### src/common/sb_pkg.sv
package sb_pkg;

    localparam int NUM_FU   = 4;
    localparam int NUM_REGS = 32;

    typedef logic [31:0]       inst_t;
    typedef logic [4:0]        reg_idx_t;   // 0 means no register
    typedef logic [2:0]        fu_id_t;
    typedef logic [NUM_FU-1:0] fu_vec_t;    // bit = unit code - 1
    typedef logic [4:0]        fu_op_t;

    localparam fu_id_t FU_NONE = 3'd0;
    localparam fu_id_t FU_ALU  = 3'd1;
    localparam fu_id_t FU_MEM  = 3'd2;
    localparam fu_id_t FU_MUL  = 3'd3;
    localparam fu_id_t FU_DIV  = 3'd4;

    localparam logic [6:0] OPC_OP     = 7'b0110011;
    localparam logic [6:0] OPC_OP_IMM = 7'b0010011;
    localparam logic [6:0] OPC_LOAD   = 7'b0000011;
    localparam logic [6:0] OPC_STORE  = 7'b0100011;

    localparam logic [6:0] F7_BASE   = 7'b0000000;
    localparam logic [6:0] F7_ALT    = 7'b0100000;
    localparam logic [6:0] F7_MULDIV = 7'b0000001;

    // alu, bit 4 set for the immediate form
    localparam fu_op_t ALU_ADD   = 5'h00;
    localparam fu_op_t ALU_SUB   = 5'h01;
    localparam fu_op_t ALU_SLL   = 5'h02;
    localparam fu_op_t ALU_SLT   = 5'h03;
    localparam fu_op_t ALU_SLTU  = 5'h04;
    localparam fu_op_t ALU_XOR   = 5'h05;
    localparam fu_op_t ALU_SRL   = 5'h06;
    localparam fu_op_t ALU_SRA   = 5'h07;
    localparam fu_op_t ALU_OR    = 5'h08;
    localparam fu_op_t ALU_AND   = 5'h09;
    localparam fu_op_t ALU_ADDI  = 5'h10;
    localparam fu_op_t ALU_SLLI  = 5'h12;
    localparam fu_op_t ALU_SLTI  = 5'h13;
    localparam fu_op_t ALU_SLTIU = 5'h14;
    localparam fu_op_t ALU_XORI  = 5'h15;
    localparam fu_op_t ALU_SRLI  = 5'h16;
    localparam fu_op_t ALU_SRAI  = 5'h17;
    localparam fu_op_t ALU_ORI   = 5'h18;
    localparam fu_op_t ALU_ANDI  = 5'h19;

    // mem is {funct3, store}
    localparam fu_op_t MEM_LB  = 5'b00000;
    localparam fu_op_t MEM_LH  = 5'b00010;
    localparam fu_op_t MEM_LW  = 5'b00100;
    localparam fu_op_t MEM_LBU = 5'b01000;
    localparam fu_op_t MEM_LHU = 5'b01010;
    localparam fu_op_t MEM_SB  = 5'b00001;
    localparam fu_op_t MEM_SH  = 5'b00011;
    localparam fu_op_t MEM_SW  = 5'b00101;

    localparam fu_op_t MUL_MUL    = 5'd0;
    localparam fu_op_t MUL_MULH   = 5'd1;
    localparam fu_op_t MUL_MULHSU = 5'd2;
    localparam fu_op_t MUL_MULHU  = 5'd3;

    localparam fu_op_t DIV_DIV  = 5'd0;
    localparam fu_op_t DIV_DIVU = 5'd1;
    localparam fu_op_t DIV_REM  = 5'd2;
    localparam fu_op_t DIV_REMU = 5'd3;

endpackage

### src/design/inst_decode.sv
`timescale 1ns/1ps

module inst_decode (
    input  sb_pkg::inst_t    inst,
    output sb_pkg::fu_id_t   fu_sel,
    output sb_pkg::fu_op_t   op,
    output sb_pkg::reg_idx_t dst,
    output sb_pkg::reg_idx_t src1,
    output sb_pkg::reg_idx_t src2
);
    logic [6:0] opcode;
    logic [2:0] funct3;
    logic [6:0] funct7;
    logic       alt_en;
    logic       use_rd;
    logic       use_rs2;
    sb_pkg::fu_op_t alu_op;

    assign opcode = inst[6:0];
    assign funct3 = inst[14:12];
    assign funct7 = inst[31:25];

    // funct7 only selects sub/sra, for immediates just on srai
    assign alt_en = (funct7 == sb_pkg::F7_ALT) &&
                    (opcode == sb_pkg::OPC_OP || funct3 == 3'd5);

    always_comb begin
        case (funct3)
            3'd0:    alu_op = alt_en ? sb_pkg::ALU_SUB : sb_pkg::ALU_ADD;
            3'd1:    alu_op = sb_pkg::ALU_SLL;
            3'd2:    alu_op = sb_pkg::ALU_SLT;
            3'd3:    alu_op = sb_pkg::ALU_SLTU;
            3'd4:    alu_op = sb_pkg::ALU_XOR;
            3'd5:    alu_op = alt_en ? sb_pkg::ALU_SRA : sb_pkg::ALU_SRL;
            3'd6:    alu_op = sb_pkg::ALU_OR;
            default: alu_op = sb_pkg::ALU_AND;
        endcase
    end

    always_comb begin
        fu_sel  = sb_pkg::FU_NONE;
        op      = '0;
        use_rd  = 1'b0;
        use_rs2 = 1'b0;
        case (opcode)
            sb_pkg::OPC_OP: begin
                use_rd  = 1'b1;
                use_rs2 = 1'b1;
                if (funct7 == sb_pkg::F7_MULDIV) begin
                    fu_sel = funct3[2] ? sb_pkg::FU_DIV : sb_pkg::FU_MUL;
                    op     = {3'b000, funct3[1:0]};
                end else if (funct7 == sb_pkg::F7_BASE ||
                             (alt_en && (funct3 == 3'd0 || funct3 == 3'd5))) begin
                    fu_sel = sb_pkg::FU_ALU;
                    op     = alu_op;
                end
            end
            sb_pkg::OPC_OP_IMM: begin
                use_rd = 1'b1;
                // shifts need a clean funct7
                if ((funct3 != 3'd1 && funct3 != 3'd5) ||
                    funct7 == sb_pkg::F7_BASE || alt_en) begin
                    fu_sel = sb_pkg::FU_ALU;
                    op     = {1'b1, alu_op[3:0]};
                end
            end
            sb_pkg::OPC_LOAD: begin
                use_rd = 1'b1;
                if (funct3 != 3'd3 && funct3 < 3'd6) begin
                    fu_sel = sb_pkg::FU_MEM;
                    op     = {1'b0, funct3, 1'b0};
                end
            end
            sb_pkg::OPC_STORE: begin
                use_rs2 = 1'b1;
                if (funct3 < 3'd3) begin
                    fu_sel = sb_pkg::FU_MEM;
                    op     = {1'b0, funct3, 1'b1};
                end
            end
            default: ;
        endcase
    end

    assign dst  = (fu_sel != sb_pkg::FU_NONE && use_rd) ? inst[11:7] : '0;
    assign src1 = (fu_sel != sb_pkg::FU_NONE) ? inst[19:15] : '0;
    assign src2 = (fu_sel != sb_pkg::FU_NONE && use_rs2) ? inst[24:20] : '0;

endmodule

### src/scoreboard/fu_status_table.sv
`timescale 1ns/1ps

module fu_status_table (
    input  logic                                     clk,
    input  logic                                     rst,
    input  logic                                     inst_valid,
    input  sb_pkg::fu_id_t                           fu_sel,
    input  sb_pkg::fu_op_t                           op,
    input  sb_pkg::reg_idx_t                         dst,
    input  sb_pkg::reg_idx_t                         src1,
    input  sb_pkg::reg_idx_t                         src2,
    input  sb_pkg::fu_vec_t                          dispatch_grant,
    input  sb_pkg::fu_id_t                           retire_fu,
    input  sb_pkg::fu_vec_t                          done_in,
    output logic                                     issue_ready,
    output sb_pkg::fu_vec_t                          busy,
    output sb_pkg::fu_vec_t                          rdy1,
    output sb_pkg::fu_vec_t                          rdy2,
    output sb_pkg::fu_vec_t                          done_q,
    output sb_pkg::fu_op_t   [sb_pkg::NUM_FU-1:0]    op_q,
    output sb_pkg::reg_idx_t [sb_pkg::NUM_FU-1:0]    dst_q,
    output sb_pkg::reg_idx_t [sb_pkg::NUM_FU-1:0]    src1_q,
    output sb_pkg::reg_idx_t [sb_pkg::NUM_FU-1:0]    src2_q,
    output sb_pkg::fu_id_t   [sb_pkg::NUM_FU-1:0]    qj,
    output sb_pkg::fu_id_t   [sb_pkg::NUM_FU-1:0]    qk
);
    sb_pkg::fu_id_t  rrs [sb_pkg::NUM_REGS];   // pending writer per register
    sb_pkg::fu_vec_t sel_vec;
    sb_pkg::fu_vec_t retire_vec;
    sb_pkg::fu_id_t  tag1;
    sb_pkg::fu_id_t  tag2;
    logic            struct_hz;
    logic            waw_hz;
    logic            issue;

    always_comb begin
        for (int i = 0; i < sb_pkg::NUM_FU; i++) begin
            sel_vec[i]    = fu_sel == sb_pkg::fu_id_t'(i + 1);
            retire_vec[i] = retire_fu == sb_pkg::fu_id_t'(i + 1);
        end
    end

    assign struct_hz   = |(sel_vec & busy);
    assign waw_hz      = (dst != '0) && (rrs[dst] != sb_pkg::FU_NONE);
    assign issue_ready = ~struct_hz & ~waw_hz;
    assign issue       = inst_valid & issue_ready & (fu_sel != sb_pkg::FU_NONE);

    // a producer retiring on this edge already counts as written
    assign tag1 = (rrs[src1] == retire_fu) ? sb_pkg::FU_NONE : rrs[src1];
    assign tag2 = (rrs[src2] == retire_fu) ? sb_pkg::FU_NONE : rrs[src2];

    always_ff @(posedge clk or posedge rst) begin
        if (rst) begin
            busy   <= '0;
            rdy1   <= '0;
            rdy2   <= '0;
            done_q <= '0;
            op_q   <= '0;
            dst_q  <= '0;
            src1_q <= '0;
            src2_q <= '0;
            qj     <= '0;
            qk     <= '0;
            for (int r = 0; r < sb_pkg::NUM_REGS; r++) begin
                rrs[r] <= sb_pkg::FU_NONE;
            end
        end else begin
            done_q <= done_in & busy & ~retire_vec;   // unit still holds done while retiring
            for (int i = 0; i < sb_pkg::NUM_FU; i++) begin
                if (dispatch_grant[i]) begin
                    rdy1[i]   <= 1'b0;
                    rdy2[i]   <= 1'b0;
                    // operands read, no longer a WAR reader
                    src1_q[i] <= '0;
                    src2_q[i] <= '0;
                end
                if (retire_vec[i]) begin
                    busy[i]   <= 1'b0;
                    rdy1[i]   <= 1'b0;
                    rdy2[i]   <= 1'b0;
                    op_q[i]   <= '0;
                    dst_q[i]  <= '0;
                    src1_q[i] <= '0;
                    src2_q[i] <= '0;
                    qj[i]     <= sb_pkg::FU_NONE;
                    qk[i]     <= sb_pkg::FU_NONE;
                    rrs[dst_q[i]] <= sb_pkg::FU_NONE;
                end
                // wake readers waiting on the retiring unit
                if (retire_fu != sb_pkg::FU_NONE && qj[i] == retire_fu) begin
                    qj[i]   <= sb_pkg::FU_NONE;
                    rdy1[i] <= 1'b1;
                end
                if (retire_fu != sb_pkg::FU_NONE && qk[i] == retire_fu) begin
                    qk[i]   <= sb_pkg::FU_NONE;
                    rdy2[i] <= 1'b1;
                end
                if (issue && sel_vec[i]) begin
                    busy[i]   <= 1'b1;
                    op_q[i]   <= op;
                    dst_q[i]  <= dst;
                    src1_q[i] <= src1;
                    src2_q[i] <= src2;
                    qj[i]     <= tag1;
                    qk[i]     <= tag2;
                    rdy1[i]   <= tag1 == sb_pkg::FU_NONE;
                    rdy2[i]   <= tag2 == sb_pkg::FU_NONE;
                end
            end
            if (issue && dst != '0) begin
                rrs[dst] <= fu_sel;
            end
        end
    end

endmodule

### src/scoreboard/operand_dispatch.sv
`timescale 1ns/1ps

module operand_dispatch (
    input  sb_pkg::fu_vec_t                          rdy1,
    input  sb_pkg::fu_vec_t                          rdy2,
    input  sb_pkg::fu_op_t   [sb_pkg::NUM_FU-1:0]    op_q,
    input  sb_pkg::reg_idx_t [sb_pkg::NUM_FU-1:0]    src1_q,
    input  sb_pkg::reg_idx_t [sb_pkg::NUM_FU-1:0]    src2_q,
    output sb_pkg::fu_vec_t                          dispatch_grant,
    output sb_pkg::fu_vec_t                          fu_en,
    output sb_pkg::fu_op_t                           op_ctrl,
    output sb_pkg::reg_idx_t                         rs1_ctrl,
    output sb_pkg::reg_idx_t                         rs2_ctrl
);

    // walk from the lowest priority up, so alu wins last
    always_comb begin
        dispatch_grant = '0;
        op_ctrl        = '0;
        rs1_ctrl       = '0;
        rs2_ctrl       = '0;
        for (int i = sb_pkg::NUM_FU - 1; i >= 0; i--) begin
            if (rdy1[i] && rdy2[i]) begin
                dispatch_grant    = '0;
                dispatch_grant[i] = 1'b1;
                op_ctrl           = op_q[i];
                rs1_ctrl          = src1_q[i];
                rs2_ctrl          = src2_q[i];
            end
        end
    end

    assign fu_en = dispatch_grant;   // one-hot enable to the units

endmodule

### src/scoreboard/writeback_arbiter.sv
`timescale 1ns/1ps

module writeback_arbiter (
    input  sb_pkg::fu_vec_t                          done_q,
    input  sb_pkg::fu_vec_t                          busy,
    input  sb_pkg::reg_idx_t [sb_pkg::NUM_FU-1:0]    dst_q,
    input  sb_pkg::reg_idx_t [sb_pkg::NUM_FU-1:0]    src1_q,
    input  sb_pkg::reg_idx_t [sb_pkg::NUM_FU-1:0]    src2_q,
    input  sb_pkg::fu_id_t   [sb_pkg::NUM_FU-1:0]    qj,
    input  sb_pkg::fu_id_t   [sb_pkg::NUM_FU-1:0]    qk,
    output sb_pkg::fu_id_t                           retire_fu,
    output logic                                     reg_write,
    output sb_pkg::reg_idx_t                         rd_ctrl
);
    sb_pkg::fu_vec_t war_ok;
    sb_pkg::fu_vec_t can_retire;

    // a reader with no producer tag and a live source has not read yet
    always_comb begin
        for (int i = 0; i < sb_pkg::NUM_FU; i++) begin
            war_ok[i] = 1'b1;
            for (int j = 0; j < sb_pkg::NUM_FU; j++) begin
                if (j != i && busy[j] && dst_q[i] != '0) begin
                    if ((qj[j] == sb_pkg::FU_NONE && src1_q[j] == dst_q[i]) ||
                        (qk[j] == sb_pkg::FU_NONE && src2_q[j] == dst_q[i])) begin
                        war_ok[i] = 1'b0;
                    end
                end
            end
        end
    end

    assign can_retire = done_q & busy & war_ok;

    always_comb begin
        retire_fu = sb_pkg::FU_NONE;
        rd_ctrl   = '0;
        for (int i = sb_pkg::NUM_FU - 1; i >= 0; i--) begin
            if (can_retire[i]) begin
                retire_fu = sb_pkg::fu_id_t'(i + 1);
                rd_ctrl   = dst_q[i];
            end
        end
    end

    assign reg_write = rd_ctrl != '0;   // stores carry no destination

endmodule

### src/design/sb_top.sv
`timescale 1ns/1ps

module sb_top (
    input  logic             clk,
    input  logic             rst,
    input  sb_pkg::inst_t    inst,
    input  logic             inst_valid,
    input  sb_pkg::fu_vec_t  fu_done,
    output logic             issue_ready,
    output sb_pkg::fu_vec_t  fu_en,
    output sb_pkg::fu_op_t   op_ctrl,
    output sb_pkg::reg_idx_t rs1_ctrl,
    output sb_pkg::reg_idx_t rs2_ctrl,
    output sb_pkg::fu_id_t   write_sel,
    output logic             reg_write,
    output sb_pkg::reg_idx_t rd_ctrl
);
    sb_pkg::fu_id_t   fu_sel;
    sb_pkg::fu_op_t   op;
    sb_pkg::reg_idx_t dst;
    sb_pkg::reg_idx_t src1;
    sb_pkg::reg_idx_t src2;
    sb_pkg::fu_vec_t  dispatch_grant;
    sb_pkg::fu_vec_t  busy;
    sb_pkg::fu_vec_t  rdy1;
    sb_pkg::fu_vec_t  rdy2;
    sb_pkg::fu_vec_t  done_q;
    sb_pkg::fu_op_t   [sb_pkg::NUM_FU-1:0] op_q;
    sb_pkg::reg_idx_t [sb_pkg::NUM_FU-1:0] dst_q;
    sb_pkg::reg_idx_t [sb_pkg::NUM_FU-1:0] src1_q;
    sb_pkg::reg_idx_t [sb_pkg::NUM_FU-1:0] src2_q;
    sb_pkg::fu_id_t   [sb_pkg::NUM_FU-1:0] qj;
    sb_pkg::fu_id_t   [sb_pkg::NUM_FU-1:0] qk;

    inst_decode inst_decode_inst (
        .inst(inst), .fu_sel(fu_sel), .op(op), .dst(dst), .src1(src1), .src2(src2)
    );

    fu_status_table fu_status_table_inst (
        .clk(clk), .rst(rst), .inst_valid(inst_valid),
        .fu_sel(fu_sel), .op(op), .dst(dst), .src1(src1), .src2(src2),
        .dispatch_grant(dispatch_grant), .retire_fu(write_sel), .done_in(fu_done),
        .issue_ready(issue_ready), .busy(busy), .rdy1(rdy1), .rdy2(rdy2), .done_q(done_q),
        .op_q(op_q), .dst_q(dst_q), .src1_q(src1_q), .src2_q(src2_q), .qj(qj), .qk(qk)
    );

    operand_dispatch operand_dispatch_inst (
        .rdy1(rdy1), .rdy2(rdy2), .op_q(op_q), .src1_q(src1_q), .src2_q(src2_q),
        .dispatch_grant(dispatch_grant), .fu_en(fu_en), .op_ctrl(op_ctrl),
        .rs1_ctrl(rs1_ctrl), .rs2_ctrl(rs2_ctrl)
    );

    writeback_arbiter writeback_arbiter_inst (
        .done_q(done_q), .busy(busy), .dst_q(dst_q), .src1_q(src1_q), .src2_q(src2_q),
        .qj(qj), .qk(qk), .retire_fu(write_sel), .reg_write(reg_write), .rd_ctrl(rd_ctrl)
    );

endmodule

### config.mk
export PLATFORM = sky130hd
export DESIGN_NAME = sb_top
export DESIGN_NICKNAME = d
export VERILOG_FILES = /design/src/common/sb_pkg.sv /design/src/design/inst_decode.sv /design/src/scoreboard/fu_status_table.sv /design/src/scoreboard/operand_dispatch.sv /design/src/scoreboard/writeback_arbiter.sv /design/src/design/sb_top.sv
export SDC_FILE = /design/constraint.sdc
export NUM_CORES = 1
export LEC_CHECK = 0
export ABC_AREA = 1
export BUFFER_PORTS_ARGS = -buffer_cell sky130_fd_sc_hd__buf_2
export CAP_MARGIN = 20
export CORE_MARGIN = 10
export CORE_UTILIZATION = 46
export CTS_BUF_LIST = sky130_fd_sc_hd__clkbuf_2
export DETAILED_ROUTE_END_ITERATION = 6
export GPL_TIMING_DRIVEN = 0
export PLACE_DENSITY = 0.58
export SLEW_MARGIN = 20
export SYNTH_ARGS = -nofsm -noshare
export SYNTH_HDL_FRONTEND = slang
export SYNTH_HIERARCHICAL = 1
export SYNTH_SLANG_ARGS = --single-unit
### constraint.sdc
create_clock -name clk -period 10 [get_ports clk]
set_input_delay 2 -clock clk [delete_from_list [all_inputs] [get_ports clk]]
set_output_delay 2 -clock clk [all_outputs]
set_load 0.05 [all_outputs]
# == Word-level counts from Yosys, hierarchy flattened ==
# Index checks and enable logic that the tools add are counted.
# totals
reg_bits,216
mem_count,0
wordCells,472
ramBits,0
inputBits,39
rom_bits,0
latchBits,0
# classes
mux,176
eq_ne,57
div_mod_pow,0
bitwise,26
n_reduce_logical,130
n_shift,0
magnitude_cmp,14
n_addsub,0
n_mul,0
# ops
op,n
two-way mux 96 bit,5
bitwise AND 96 bit,4
NOT 96 bit,4
two-way mux 5 bit,50
== test 5 bit,24
two-way mux 3 bit,39
bitwise mux 96 bit,1
demux 3 bit (select 5 bit),5
logical AND 1 bit,65
two-way mux 1 bit,62
binary-select mux 3 bit (select 5 bit),3
nonzero test 3 bit,15
greater-or-equal comparator 6 bit (second input constant),7
NOT 5 -> 6 bit,7
one-hot mux 5 bit (7 select lines),1
logical NOT 3 bit,11
nonzero test 4 bit,8
== test 3 bit,10
< comparator 6 x 1 -> 1 bit (second input constant),5
nonzero test 5 bit,6
two-way mux 4 bit,6
== test 7 x 6 -> 1 bit (second input constant),3
bitwise AND 4 bit,5
one-hot mux 5 bit (4 select lines),1
22 further kinds,56

# == Depth between registers and ports, before layout ==
# Gate-level depths: netlist of run 1.
# logic_depth
ltp_word,24
depth_mapped,33
ltp_nobuf,27

# == By module ==
# Netlist of run 1, hierarchy kept.
# modules_own_cells
module,instances,area_each_um2,cells_each
fu_status_table,1,14833.0,2363
writeback_arbiter,1,2648.8,620
operand_dispatch,1,889.6,177
inst_decode,1,635.6,122

# == Worst setup path after synthesis of run 1 ==
# Ideal clock, no wire load.
# synth_timing
path_kind,in2out
startpoint,input port inst[2]
endpoint,output port issue_ready
required_time_ns,8.000
slack_ns,3.404
t_arrival_ns,4.596
stages,28
cell_sequence,inv_1 -> nand2_2 -> nor2_4 -> nand2_2 -> clkinv_2 -> nand2_2 -> nor2_4 -> nor2_4 -> nand4_4 -> nand2_4 -> nor2_2 -> buf_4 -> inv_2 -> buf_4 -> nand2_1 -> nand2_1 -> nand2_1 -> nand3_1 -> nand2_1 -> nand2_1 -> nor2_1 -> nand2_1 -> nor2_1 -> nand2_1 -> nand2_2 -> and2_1 -> buf_2 -> buf_2
# synth_via
elab_cells_between_ends,34
# synth_lines
element,line,text
"start, declared",sb_top.sv:6,"input sb_pkg::inst_t inst,"
"== test 7 x 6 -> 1 bit, or another cell as far along",inst_decode.sv:45,case (opcode)
one-hot mux 3 bit (4 select lines) *,inst_decode.sv:45,
net fu_sel[2],sb_top.sv:18,sb_pkg::fu_id_t fu_sel;
nonzero test 3 bit *,inst_decode.sv:85,assign dst = (fu_sel != sb_pkg::FU_NONE && use_rd) ? inst[11:7] : '0;
logical AND 1 bit *,inst_decode.sv:85,
two-way mux 5 bit *,inst_decode.sv:85,
net dst[0],sb_top.sv:20,sb_pkg::reg_idx_t dst;
NOT 5 -> 6 bit (not written as such),fu_status_table.sv:44,assign waw_hz = (dst != '0) && (rrs[dst] != sb_pkg::FU_NONE);
binary-select mux 3 bit (select 5 bit),fu_status_table.sv:44,
two-way mux 3 bit (not written as such) (2 in a row),fu_status_table.sv:44,
nonzero test 3 bit,fu_status_table.sv:44,
logical AND 1 bit *,fu_status_table.sv:44,
NOT 1 bit *,fu_status_table.sv:45,assign issue_ready = ~struct_hz & ~waw_hz;
bitwise AND 1 bit *,fu_status_table.sv:45,
"end, declared",sb_top.sv:9,"output logic issue_ready,"
# The timed path passes the listed nets; every way through them passes the cells marked *. The select of a mux whose other input is x is not followed.

# == Final worst setup path of run 1 ==
# Ends and elaborated chain as after synthesis.

==> impl_results.md, run 1 <==
- Status: finished clean
- DIE WIDTH: 223 µm
- GRT Total Usage: 37.1%
- Post-Route WL: 95.5 mm
- Synth top cells by count: 1,487 x nand2_1, 354 x nand3_1, 265 x nor2_1
- P&R area growth vs syn: 8.83%
- Cell family with most CP delay: simple AND/OR/NAND/NOR gates
- Initial DRC Count: 2,983
- Final Hold Viols: 0
- Clock power frac: 28.5%
- CP max FO: 10
- WS Path Type: input port to output pin
- Avg WL per Cell: 23.9 µm
- Switching fraction of total power: 44.1%
- CP Capture Type: output pin
- Initial antenna violation count: 1
- Max-slew headroom: 18.1%
- Register share of total power: 36.4%
- Overall Power: 2.53 mW
- Post-cts resize count: 0
- Pre-CTS setup slack: 1.91 ns
- Peak supply drop: 0.135 mV
- Number of global-route vias before repair: 22,066
- Layout cells sized above 1: 9.95%
- Sw Pwr: 1.11 mW
- Post-cts hold buffer count: 0
- Clock Skews: 0.0768 ns
- P_int: 1.41 mW
- Ports: 68
- Setup violators final: 0
- Vias per cell: 5.91
- Leak: 10.9 nW
- Congestion Overflow GR: 0
- Root buf cell: clkbuf_2
- Worst-path clk slew: 0.10 ns
- Setup_tns: 0 ns
- Syn_nets: 3,321
- Final worst path period need: 8.16 ns
- F_max: 0.123 GHz
- Distinct cells, synth: 48
- Die height: 223 µm
- Slew of the pin with the lowest slew margin: 1.23 ns
- Max Root-Sink Buffers: 3
- H-tree lvl count: 2
- Final antenna-violating net count: 0
- Sequential area share after synthesis: 28.4%
- Crit share post-route: 81.6%
- Final layout net count: 3,450
- Crit path required time: 8.00 ns
- Initial cell density of the core: 46.5%
- Largest cells by area after synthesis: nand2_1 29%, dfrtp_1 28%, nand3_1 9.3%
- Combinational fraction of design power: 35.1%
- Max incr delay on CP: 0.83 ns
- CTS Sinks: 216
- Drc violations: 0
- Postcts setup bufs: 0
- Pwr per Cell Area: 122 nW/µm²
- TritonCTS clock tree: done
- Flops & latches, synth: 216
- Ys Warns: 6
- Largest net degree at the start of global routing: 83
- Worst path arrival time: 6.16 ns
- Synthesized area: 19,000 µm²
- Core Util, Final: 50.7%
- Gate Count Post-Synth: 3,282
- Unrepaired setup endpoints after global routing: false
- Prevailing post-synth register cell: dfrtp_1
- First-pass GRT wire length: 140 mm
- IO Port Bufs: 65
- Count leader, synth: nand2_1
- Synthesized area per cell: 5.79 µm²
- Max_cap viols: 0
- DPL Wire Length: 71.8 mm
- # rows: 74
- Max-slew violations: 0
- Crit path max-delay cell type: nor3_1
- Die Area: 49,800 µm²
- Core Box Area: 40,800 µm²
- CP dominant cell by count: buf_2
- Later-pin clock latency in the skew report: 1.12 ns
- Post-synth top area share: 29.4%
- TritonCTS Buffers: 59
- Gpl congestion: 1.09
- Post-synth top area cell: nand2_1
- Vias: 23,605
- Post-synth EDFFs: 0
- Critical Path Source Type: input port
- Pre-antenna DRT Iters: 7
- Final WS setup: 1.84 ns
- CP Buf/Inv Count: 9
- Worst hold path type: flop to flop
- FFs w/ async S/R, synth: 100%
-- per-layer routing --
| layer | vias up | global-route usage [%] | share of wire [%] |
|---|---|---|---|
| met5 | - | 0 | 0 |
| met4 | 0 | 29.8 | 9.3 |
| met3 | 433 | 8.54 | 10 |
| met2 | 1508 | 59.1 | 45 |
| met1 | 10927 | 42.1 | 35 |
| li1 | 10737 | - | - |
-- sequential cells by signal, indices dropped and copies added (netlist names) --
register	cells
fu_status_table_inst/done_q	4
fu_status_table_inst/qj	12
fu_status_table_inst/rrs	96
fu_status_table_inst/dst_q	20
fu_status_table_inst/qk	12
fu_status_table_inst/rdy1	4
fu_status_table_inst/src2_q	20
fu_status_table_inst/busy	4
fu_status_table_inst/src1_q	20
fu_status_table_inst/op_q	20
fu_status_table_inst/rdy2	4
-- cells in the final DEF, fill, tap and decap left out, drive strengths merged, types with 2 or more instances in the layout --
| cell type | count |
|---|---|
| dfrtp | 216 |
| o31ai | 3 |
| o21ai | 127 |
| nand3 | 370 |
| a31oi | 8 |
| bufinv | 2 |
| nor2 | 284 |
| nor3b | 8 |
| o211ai | 11 |
| xor2 | 35 |
| nand4 | 103 |
| o22ai | 3 |
| clkbuf | 168 |
| o2111ai | 7 |
| nand2 | 1507 |
| a21oi | 35 |
| a22oi | 4 |
| buf | 159 |
| o221ai | 12 |
| inv | 286 |
| diode | 2 |
| nor3 | 75 |
| a2111oi | 8 |
| clkinv | 19 |
-- final timing paths --
| kind | startpoint | endpoint | slack [ns] | cells past startpoint |
|---|---|---|---|---|
| setup / recovery | inst[2] | issue_ready | 1.84 | 26 |
| hold / removal | fu_status_table_inst/op_q[4]$_DFFE_PP0P_ | fu_status_table_inst/op_q[4]$_DFFE_PP0P_ | 0.51 | 2 |
| setup reg to reg | fu_status_table_inst/dst_q[0]$_DFFE_PP0P_ | fu_status_table_inst/rrs[17]$_DFF_PP0_ | 3.93 | 24 |
| hold reg to reg | fu_status_table_inst/op_q[4]$_DFFE_PP0P_ | fu_status_table_inst/op_q[4]$_DFFE_PP0P_ | 0.51 | 2 |
| max in group asynchronous | rst | fu_status_table_inst/rrs[94]$_DFF_PP0_ | 8.19 | 3 |
| min in group asynchronous | rst | fu_status_table_inst/rrs[29]$_DFF_PP0_ | 0.90 | 2 |
-- cells by family after synthesis --
group / count (synthesis) / synth area share, %
compound gates: 222 / 6.81
simple gates: 2349 / 52.4
xor+xnor: 35 / 1.61
buf+inv: 460 / 10.7
flops: 216 / 28.4
-- layout make-up --
class,instances,area [µm²]
flip-flops and latches,216,5410
plain buffers,172,957
repair buffers,68,392
clock buffers,87,435
multi-input cells,2606,11600
diodes,2,5.00
well taps,532,666
clock inverters,20,144
fillers,4439,20100
inverters,288,1090
-- worst reg2reg max path: stages, from the launching register on --
cell and delay (ns):
dfrtp_1 0.46, buf_4 0.29, inv_2 0.14, nand2_1 0.08
nand2_1 0.05, nor2_1 0.22, nand3_1 0.11, nand2_1 0.13
nand2_1 0.06, nand3_1 0.13, nand2_1 0.12, nand2_2 0.16
inv_1 0.13, a21oi_1 0.56, inv_1 0.28, nand3_1 0.42
clkinv_1 0.46, nand3_1 0.35, clkbuf_1 0.70, o221ai_1 0.51
nor2_1 0.28, nand2_1 0.07, o21ai_0 0.07, nand4_1 0.11
nand2_1 0.10
-- power by group through the flow --
stage | registers (mW) | logic, mW | clock network [mW]
after floorplan | 0.929 | 0.606 | 0
after global placement | 0.937 | 0.852 | 0
after detailed placement | 0.937 | 0.866 | 0
after CTS | 0.920 | 0.870 | 0.730
after global routing | 0.923 | 0.950 | 0.769
final | 0.920 | 0.887 | 0.721
-- metrics by stage --
stage,cells,area [µm²],hold WS (ns)
2_1_floorplan,3282,19000,0.469
3_3_place_gp,3879,20000,0.483
3_5_place_dp,3882,20100,0.487
4_1_cts,3989,20700,0.513
5_1_grt,3991,20700,0.533
6_report,3991,20700,0.514
Note: power is estimated with default switching activity, not from simulation.
==> run 2, diff against run 1 <==
--- a/config.mk
+++ b/config.mk
@@ -5,7 +5,7 @@
 export SDC_FILE = /design/constraint.sdc
 export NUM_CORES = 1
 export LEC_CHECK = 0
-export ABC_AREA = 1
+export ABC_AREA = 0
 export BUFFER_PORTS_ARGS = -buffer_cell sky130_fd_sc_hd__buf_2
 export CAP_MARGIN = 20
 export CORE_MARGIN = 10
@@ -13,7 +13,7 @@
 export CTS_BUF_LIST = sky130_fd_sc_hd__clkbuf_2
 export DETAILED_ROUTE_END_ITERATION = 6
 export GPL_TIMING_DRIVEN = 0
-export PLACE_DENSITY = 0.58
+export PLACE_DENSITY = 0.61
 export SLEW_MARGIN = 20
 export SYNTH_ARGS = -nofsm -noshare
 export SYNTH_HDL_FRONTEND = slang
==> constraint.sdc (replaced) <==
create_clock -name clk -period 7.3 [get_ports clk]
set_input_delay 1.46 -clock clk [delete_from_list [all_inputs] [get_ports clk]]
set_output_delay 1.46 -clock clk [all_outputs]
set_load 0.05 [all_outputs]
==> run 2 against run 1 <==
Net effect: the flow now finishes with violations (DRC); wire length fell by 32%; worst setup slack got worse by 1.7 ns; die area fell by 17%; sequential power rose by 59%; via count fell by 36%; global-route usage fell by 5.9 points; register-to-register slack got worse by 2.8 ns; clock power rose by 32%; first-iteration DRC count fell by 42%; highest routed layer is now met5.
==> impl_results.md, run 2 <==
- Status: finished, violations left
- Failing checks: DRC
- Leak: 7.11 nW
- Distinct cells, synth: 87
- DIE WIDTH: 203 µm
- Initial cell density of the core: 46.3%
- Ys Warns: 6
- Synthesized area: 15,400 µm²
- Clock Skews: 0.129 ns
- FFs w/ async S/R, synth: 100%
- Root buf cell: clkbuf_2
- CP max FO: 10
- P&R area growth vs syn: 11.2%
- Post-Route WL: 65.2 mm
- Die Area: 41,300 µm²
- Vias: 15,049
- Initial DRC Count: 1,723
- # rows: 67
- Max Root-Sink Buffers: 3
- Fillers: 3,356
- Syn_nets: 1,728
- Pre-CTS setup slack: -0.0691 ns
- Max_cap viols: 0
- Slew of the pin with the lowest slew margin: 1.26 ns
- H-tree lvl count: 2
- Worst path arrival time: 5.67 ns
- Sequential area share after synthesis: 35.0%
- Post-synth top area cell: dfrtp_1
- WS Path Type: input port to output pin
- Adder-Cell Fraction of Synth Area: 0%
- Prevailing post-synth register cell: dfrtp_1
- Crit share post-route: 97.7%
- Post-synthesis compound-gate area fraction: 15.9%
- Gpl congestion: 1.04
- First-pass GRT wire length: 97.3 mm
- Post-Layout Cell Count: 2,329
- Core Util, Final: 51.5%
- Vias per cell: 6.46
- Ports: 68
- Die height: 203 µm
- Count leader, synth: nand2_1
- Post-synth EDFFs: 0
- Avg WL per Cell: 28.0 µm
- Layout cells sized above 1: 16.3%
- TritonCTS clock tree: done
- Post-DP Area: 16,500 µm²
- Biggest register: fu_status_table_inst/rrs
- Critical Path Source Type: input port
- Post-Synth XOR/XNOR Area: 8.05%
- Number of global-route vias before repair: 14,751
- Max reg flops: 96
- Flops & latches, synth: 216
- Final WS setup: 0.167 ns
- TritonCTS Buffers: 60
- Dpl cells: 2,211
- Drc violations: 10
- Initial antenna violation count: 4
- IO Port Bufs: 66
- Synth top cells by count: 232 x nand2_1, 216 x dfrtp_1, 141 x mux2i_1
- Congestion Overflow GR: 0
- CP Capture Type: output pin
- Post-synth top area share: 35.0%
- Most common cell after layout, fill and taps aside: nand2_1
- CTS Sinks: 216
- Pre-antenna DRT Iters: 7
- Final antenna-violating net count: 0
- F_max: 0.140 GHz
- Worst hold path type: input port to async pin
- Final Hold Viols: 0
- Gate Count Post-Synth: 1,689
- Largest net degree at the start of global routing: 32
- Final instance area: 17,200 µm²
- Pwr per Cell Area: 195 nW/µm²
- Simple-gate share of the synthesized area: 20.0%
- Core Box Area: 33,400 µm²
- Synthesized area per cell: 9.14 µm²
- Final worst path period need: 7.13 ns
- Peak supply drop: 0.147 mV
- Post-synthesis mux area share: 15.0%
- DPL Wire Length: 49.2 mm
- Final layout net count: 1,867
- Combinational family with the most area after synthesis: simple AND/OR/NAND/NOR gates
- Commonest non-fill, non-tap cells in the layout: 232 x nand2_1, 216 x dfrtp_1, 141 x mux2i_1, 107 x buf_2, 89 x clkbuf_2
- Max-slew violations: 0
- GRT Total Usage: 31.2%
- Setup violators final: 0
- Worst-path clk slew: 0.11 ns
- Post-cts hold buffer count: 0
- Max-slew headroom: 15.9%
- Later-pin clock latency in the skew report: 1.08 ns
- Largest cells by area after synthesis: dfrtp_1 35%, mux2i_1 9.1%, mux4_2 5.7%
- Crit path required time: 5.84 ns
-- run 2: cell types whose count changed after synthesis, moves of 80 or more --
cell | before | now
xnor2_1 | 0 | 80
o21ai_0 | 120 | 32
nor2_1 | 265 | 73
nand3_1 | 354 | 53
mux2i_1 | 0 | 141
nand2_1 | 1487 | 232
inv_1 | 255 | 86
-- run 2: final timing paths --
check	from	to	slack, ns	cells after the start
worst min-delay path	rst	fu_status_table_inst/rrs[14]$_DFF_PP0_	0.45	3
worst max register to register	fu_status_table_inst/busy[0]$_DFFE_PP0P_	fu_status_table_inst/rrs[89]$_DFF_PP0_	1.09	15
max in group asynchronous	rst	fu_status_table_inst/qk[0]$_DFFE_PP0P_	5.67	7
min in group clk	fu_status_table_inst/op_q[15]$_DFFE_PP0P_	fu_status_table_inst/op_q[15]$_DFFE_PP0P_	0.53	2
worst max-delay path	inst[3]	issue_ready	0.17	14
worst min register to register	fu_status_table_inst/op_q[15]$_DFFE_PP0P_	fu_status_table_inst/op_q[15]$_DFFE_PP0P_	0.53	2
-- run 2: timing repair --
action                     CTS  global route
buffers inserted             0             2
setup endpoints to repair    0             1
gates resized for setup      0             7
-- run 2: cells by family after synthesis --
kind of cell	count (synthesis)
mux	183
simple gates	610
xor+xnor	142
buf+inv	217
flops	216
compound gates	321
-- run 2: report_power, final --
group	leakage [nW]	internal [mW]	switching (mW)
Clock	0.429	0.394	0.559
Combinational	4.25	0.330	0.600
Sequential	2.43	1.32	0.146
Total	7.11	2.04	1.31
-- run 2: area by class of cell --
cell class	instances	area (µm²)	area share, %
antenna	5	12.5	0.0728
buffer	128	597	3.47
clock buffer	87	435	2.53
clock inverter	23	145	0.845
inverter	89	338	1.97
multi-input combinational	1256	9160	53.3
sequential	216	5410	31.5
tap	448	561	3.26
timing repair buffer	77	526	3.06
-- run 2: worst max-delay path: stages --
cell	delay [ns]
buf_2	0.10
nand3b_1	0.25
or2_4	0.33
or4_4	0.53
a32oi_4	0.35
and2_1	0.34
buf_4	0.27
nor2b_1	0.46
a22oi_1	0.18
nand4_1	0.15
or3b_1	0.37
nor4_2	0.32
o21a_1	0.27
buf_2	0.29
-- run 2: routing by layer --
| layer | track usage [%] | wire length (µm) | part of all wire [%] |
|---|---|---|---|
| met4 | 18.3 | 4260 | 6.5 |
| met3 | 6.74 | 5940 | 9.1 |
| met5 | 0 | 13 | 0.020 |
| met2 | 48.0 | 29000 | 44 |
| met1 | 39.7 | 26100 | 40 |
-- run 2: stage by stage --
stage	total power [mW]	hold WS [ns]	setup TNS, ns
after floorplan	2.09	0.477	0
after global placement	2.36	0.511	-0.180
after detailed placement	2.39	0.517	-0.262
after CTS	3.35	0.412	0
after global routing	3.52	0.440	-0.0102
final	3.35	0.451	0
==> run 3, diff against run 2 <==
--- a/config.mk
+++ b/config.mk
@@ -13,7 +13,7 @@
 export CTS_BUF_LIST = sky130_fd_sc_hd__clkbuf_2
 export DETAILED_ROUTE_END_ITERATION = 6
 export GPL_TIMING_DRIVEN = 0
-export PLACE_DENSITY = 0.61
+export PLACE_DENSITY = 0.7
 export SLEW_MARGIN = 20
 export SYNTH_ARGS = -nofsm -noshare
 export SYNTH_HDL_FRONTEND = slang
==> run 3 against run 2 <==
Net effect: the run now ends clean; clock skew is 0.026 ns lower; total power is 4.1% lower; critical path depth stayed put; die area stayed put; final cell count is 0.69% lower; non-clock buffer count is 2 lower; register-to-register slack better by 0.09 ns.
==> impl_results.md, run 3 (synthesis gave the netlist of run 2 again) <==
- Status: finished clean
- Vias per cell: 6.54
- Dpl cells: 2,210
- Most common cell after layout, fill and taps aside: nand2_1
- First-pass GRT wire length: 91.9 mm
- CP Buf/Inv Count: 4
- Final Hold Viols: 0
- Critical Path Source Type: input port
- TritonCTS Buffers: 57
- Final antenna-violating net count: 0
- H-tree lvl count: 2
- Final worst path period need: 7.14 ns
- Max-slew headroom: 23.1%
- Die height: 203 µm
- Hold slack final: 0.533 ns
- Largest net degree at the start of global routing: 35
- Setup_tns: 0 ns
- RR Startpoint: fu_status_table_inst/busy[2]$_DFFE_PP0P_
- Congestion Overflow GR: 0
- Pwr per Cell Area: 188 nW/µm²
- Overall Power: 3.21 mW
- Slew of the pin with the lowest slew margin: 1.15 ns
- Core Box Area: 33,400 µm²
- Peak supply drop: 0.111 mV
- Biggest register: fu_status_table_inst/rrs
- Hold path cells: 2
- GRT Total Usage: 28.9%
- Max Root-Sink Buffers: 3
- Max incr delay on CP: 0.52 ns
- Number of global-route vias before repair: 14,769
- Cell family with most CP delay: compound AO/OA/AOI/OAI gates
- Post-cts hold buffer count: 0
- Unrepaired setup endpoints after global routing: false
- Die Area: 41,300 µm²
- DIE WIDTH: 203 µm
- Final WS setup: 0.162 ns
- Layout cells sized above 1: 16.0%
- Gpl congestion: 1.04
- WS Path Type: input port to output pin
- Max reg flops: 96
- Worst Reg-to-Reg Cells: 17
- CP Capture Type: output pin
- Fillers: 3,270
- Hold path start: fu_status_table_inst/op_q[12]$_DFFE_PP0P_
- Commonest non-fill, non-tap cells in the layout: 232 x nand2_1, 216 x dfrtp_1, 141 x mux2i_1, 107 x buf_2
- Post-Layout Cell Count: 2,313
- Final layout net count: 1,862
- Multi-input logic area: 9150 µm²
- Initial antenna violation count: 1
- Ports: 68
- Cell Chain, Critical Path: buf_2 > or2_0 > a2111oi_0 > a31oi_1 > a32oi_4 > and2_1 > buf_2 > buf_2 > mux4_2 > nand3_1 > nand4_1 > nor4_2 > o21a_1 > buf_2
- P&R area growth vs syn: 10.3%
- F_max: 0.140 GHz
- Crit path max-delay cell type: a2111oi_0
- Reg2reg setup slack: 1.18 ns
- Pre-CTS setup slack: 0.0426 ns
- DPL Wire Length: 46.8 mm
- Drc violations: 0
- Reg area: 5410 µm²
- Core Util, Final: 51.1%
- Root buf cell: clkbuf_2
- Leak: 7.05 nW
- R2r endpoint: fu_status_table_inst/rrs[68]$_DFF_PP0_
- Pre-antenna DRT Iters: 6
- Max-slew violations: 0
- Worst path arrival time: 5.68 ns
- TritonCTS clock tree: done
- Vias: 15,137
- Final instance area: 17,000 µm²
- IO Port Bufs: 66
- Later-pin clock latency in the skew report: 0.95 ns
- Post-Route WL: 61.9 mm
- Crit share post-route: 97.8%
- Clock Skews: 0.102 ns
- Avg WL per Cell: 26.8 µm
- Initial DRC Count: 1,941
- # rows: 67
- CP max FO: 10
- Initial cell density of the core: 46.3%
- Endpoint, Worst Hold: fu_status_table_inst/op_q[12]$_DFFE_PP0P_
- Worst hold path type: flop to flop
- CP dominant cell by count: buf_2
- Max_cap viols: 0
- Post-DP Area: 16,500 µm²
- Setup violators final: 0
- CTS Sinks: 216
- Crit path required time: 5.84 ns
- Worst-path clk slew: 0.10 ns
## run 3: timing repair
item / 4_1_cts / 5_1_grt
resized for setup: 0 / 2
setup buffers: 0 / 1
endpoints found under the setup margin: 0 / 1
hold endpoints to repair: 0 / 0
## run 3: worst register-to-register path, stage by stage (launching register included)
cell and delay [ns]:
dfrtp_1 0.55, nor4b_1 0.84, nand3_1 0.14, o22ai_1 0.31, nor2_1 0.07, a21o_1 0.22, clkbuf_1 0.22, nor4_1 0.94
or3b_2 0.26, clkbuf_1 0.60, nor2_1 0.14, and2_0 0.20, clkbuf_1 0.22, nand2_1 0.10, o21ai_0 0.10, a221oi_1 0.87
nand2_1 0.11, o21ai_0 0.10
## run 3: power by group
group          internal, mW  switching (mW)  leakage, nW
sequential             1.32           0.141         2.43
clock                 0.306           0.533        0.384
combinational         0.329           0.583         4.24
## run 3: cell type report
cell class	instances	share of cell area, %
well taps	448	3.29
repair buffers	75	2.88
clock inverters	17	0.426
diodes	1	0.0147
inverters	89	2.01
multi-input cells	1256	53.7
clock buffers	83	2.44
flip-flops and latches	216	31.7
plain buffers	128	3.48
## run 3: how the worst max path moves through the flow
| stage | from | to | slack [ns] | depth (start not counted) |
|---|---|---|---|---|
| floorplan | inst[2] | issue_ready | 1.12 | 12 |
| global placement | inst[5] | issue_ready | 0.09 | 15 |
| detailed placement | inst[5] | issue_ready | 0.04 | 15 |
| global route | inst[5] | issue_ready | 0.03 | 15 |
| finish | inst[5] | issue_ready | 0.16 | 14 |
| CTS | inst[5] | issue_ready | 0.02 | 15 |
## run 3: per-layer routing
| metal | share of wire (%) | global-route usage [%] | vias to the layer above |
|---|---|---|---|
| met5 | 0 | 0 | - |
| met4 | 6.8 | 18.4 | 0 |
| li1 | - | - | 6510 |
| met3 | 9.9 | 6.19 | 230 |
| met1 | 39 | 36.6 | 7434 |
| met2 | 44 | 44.3 | 963 |
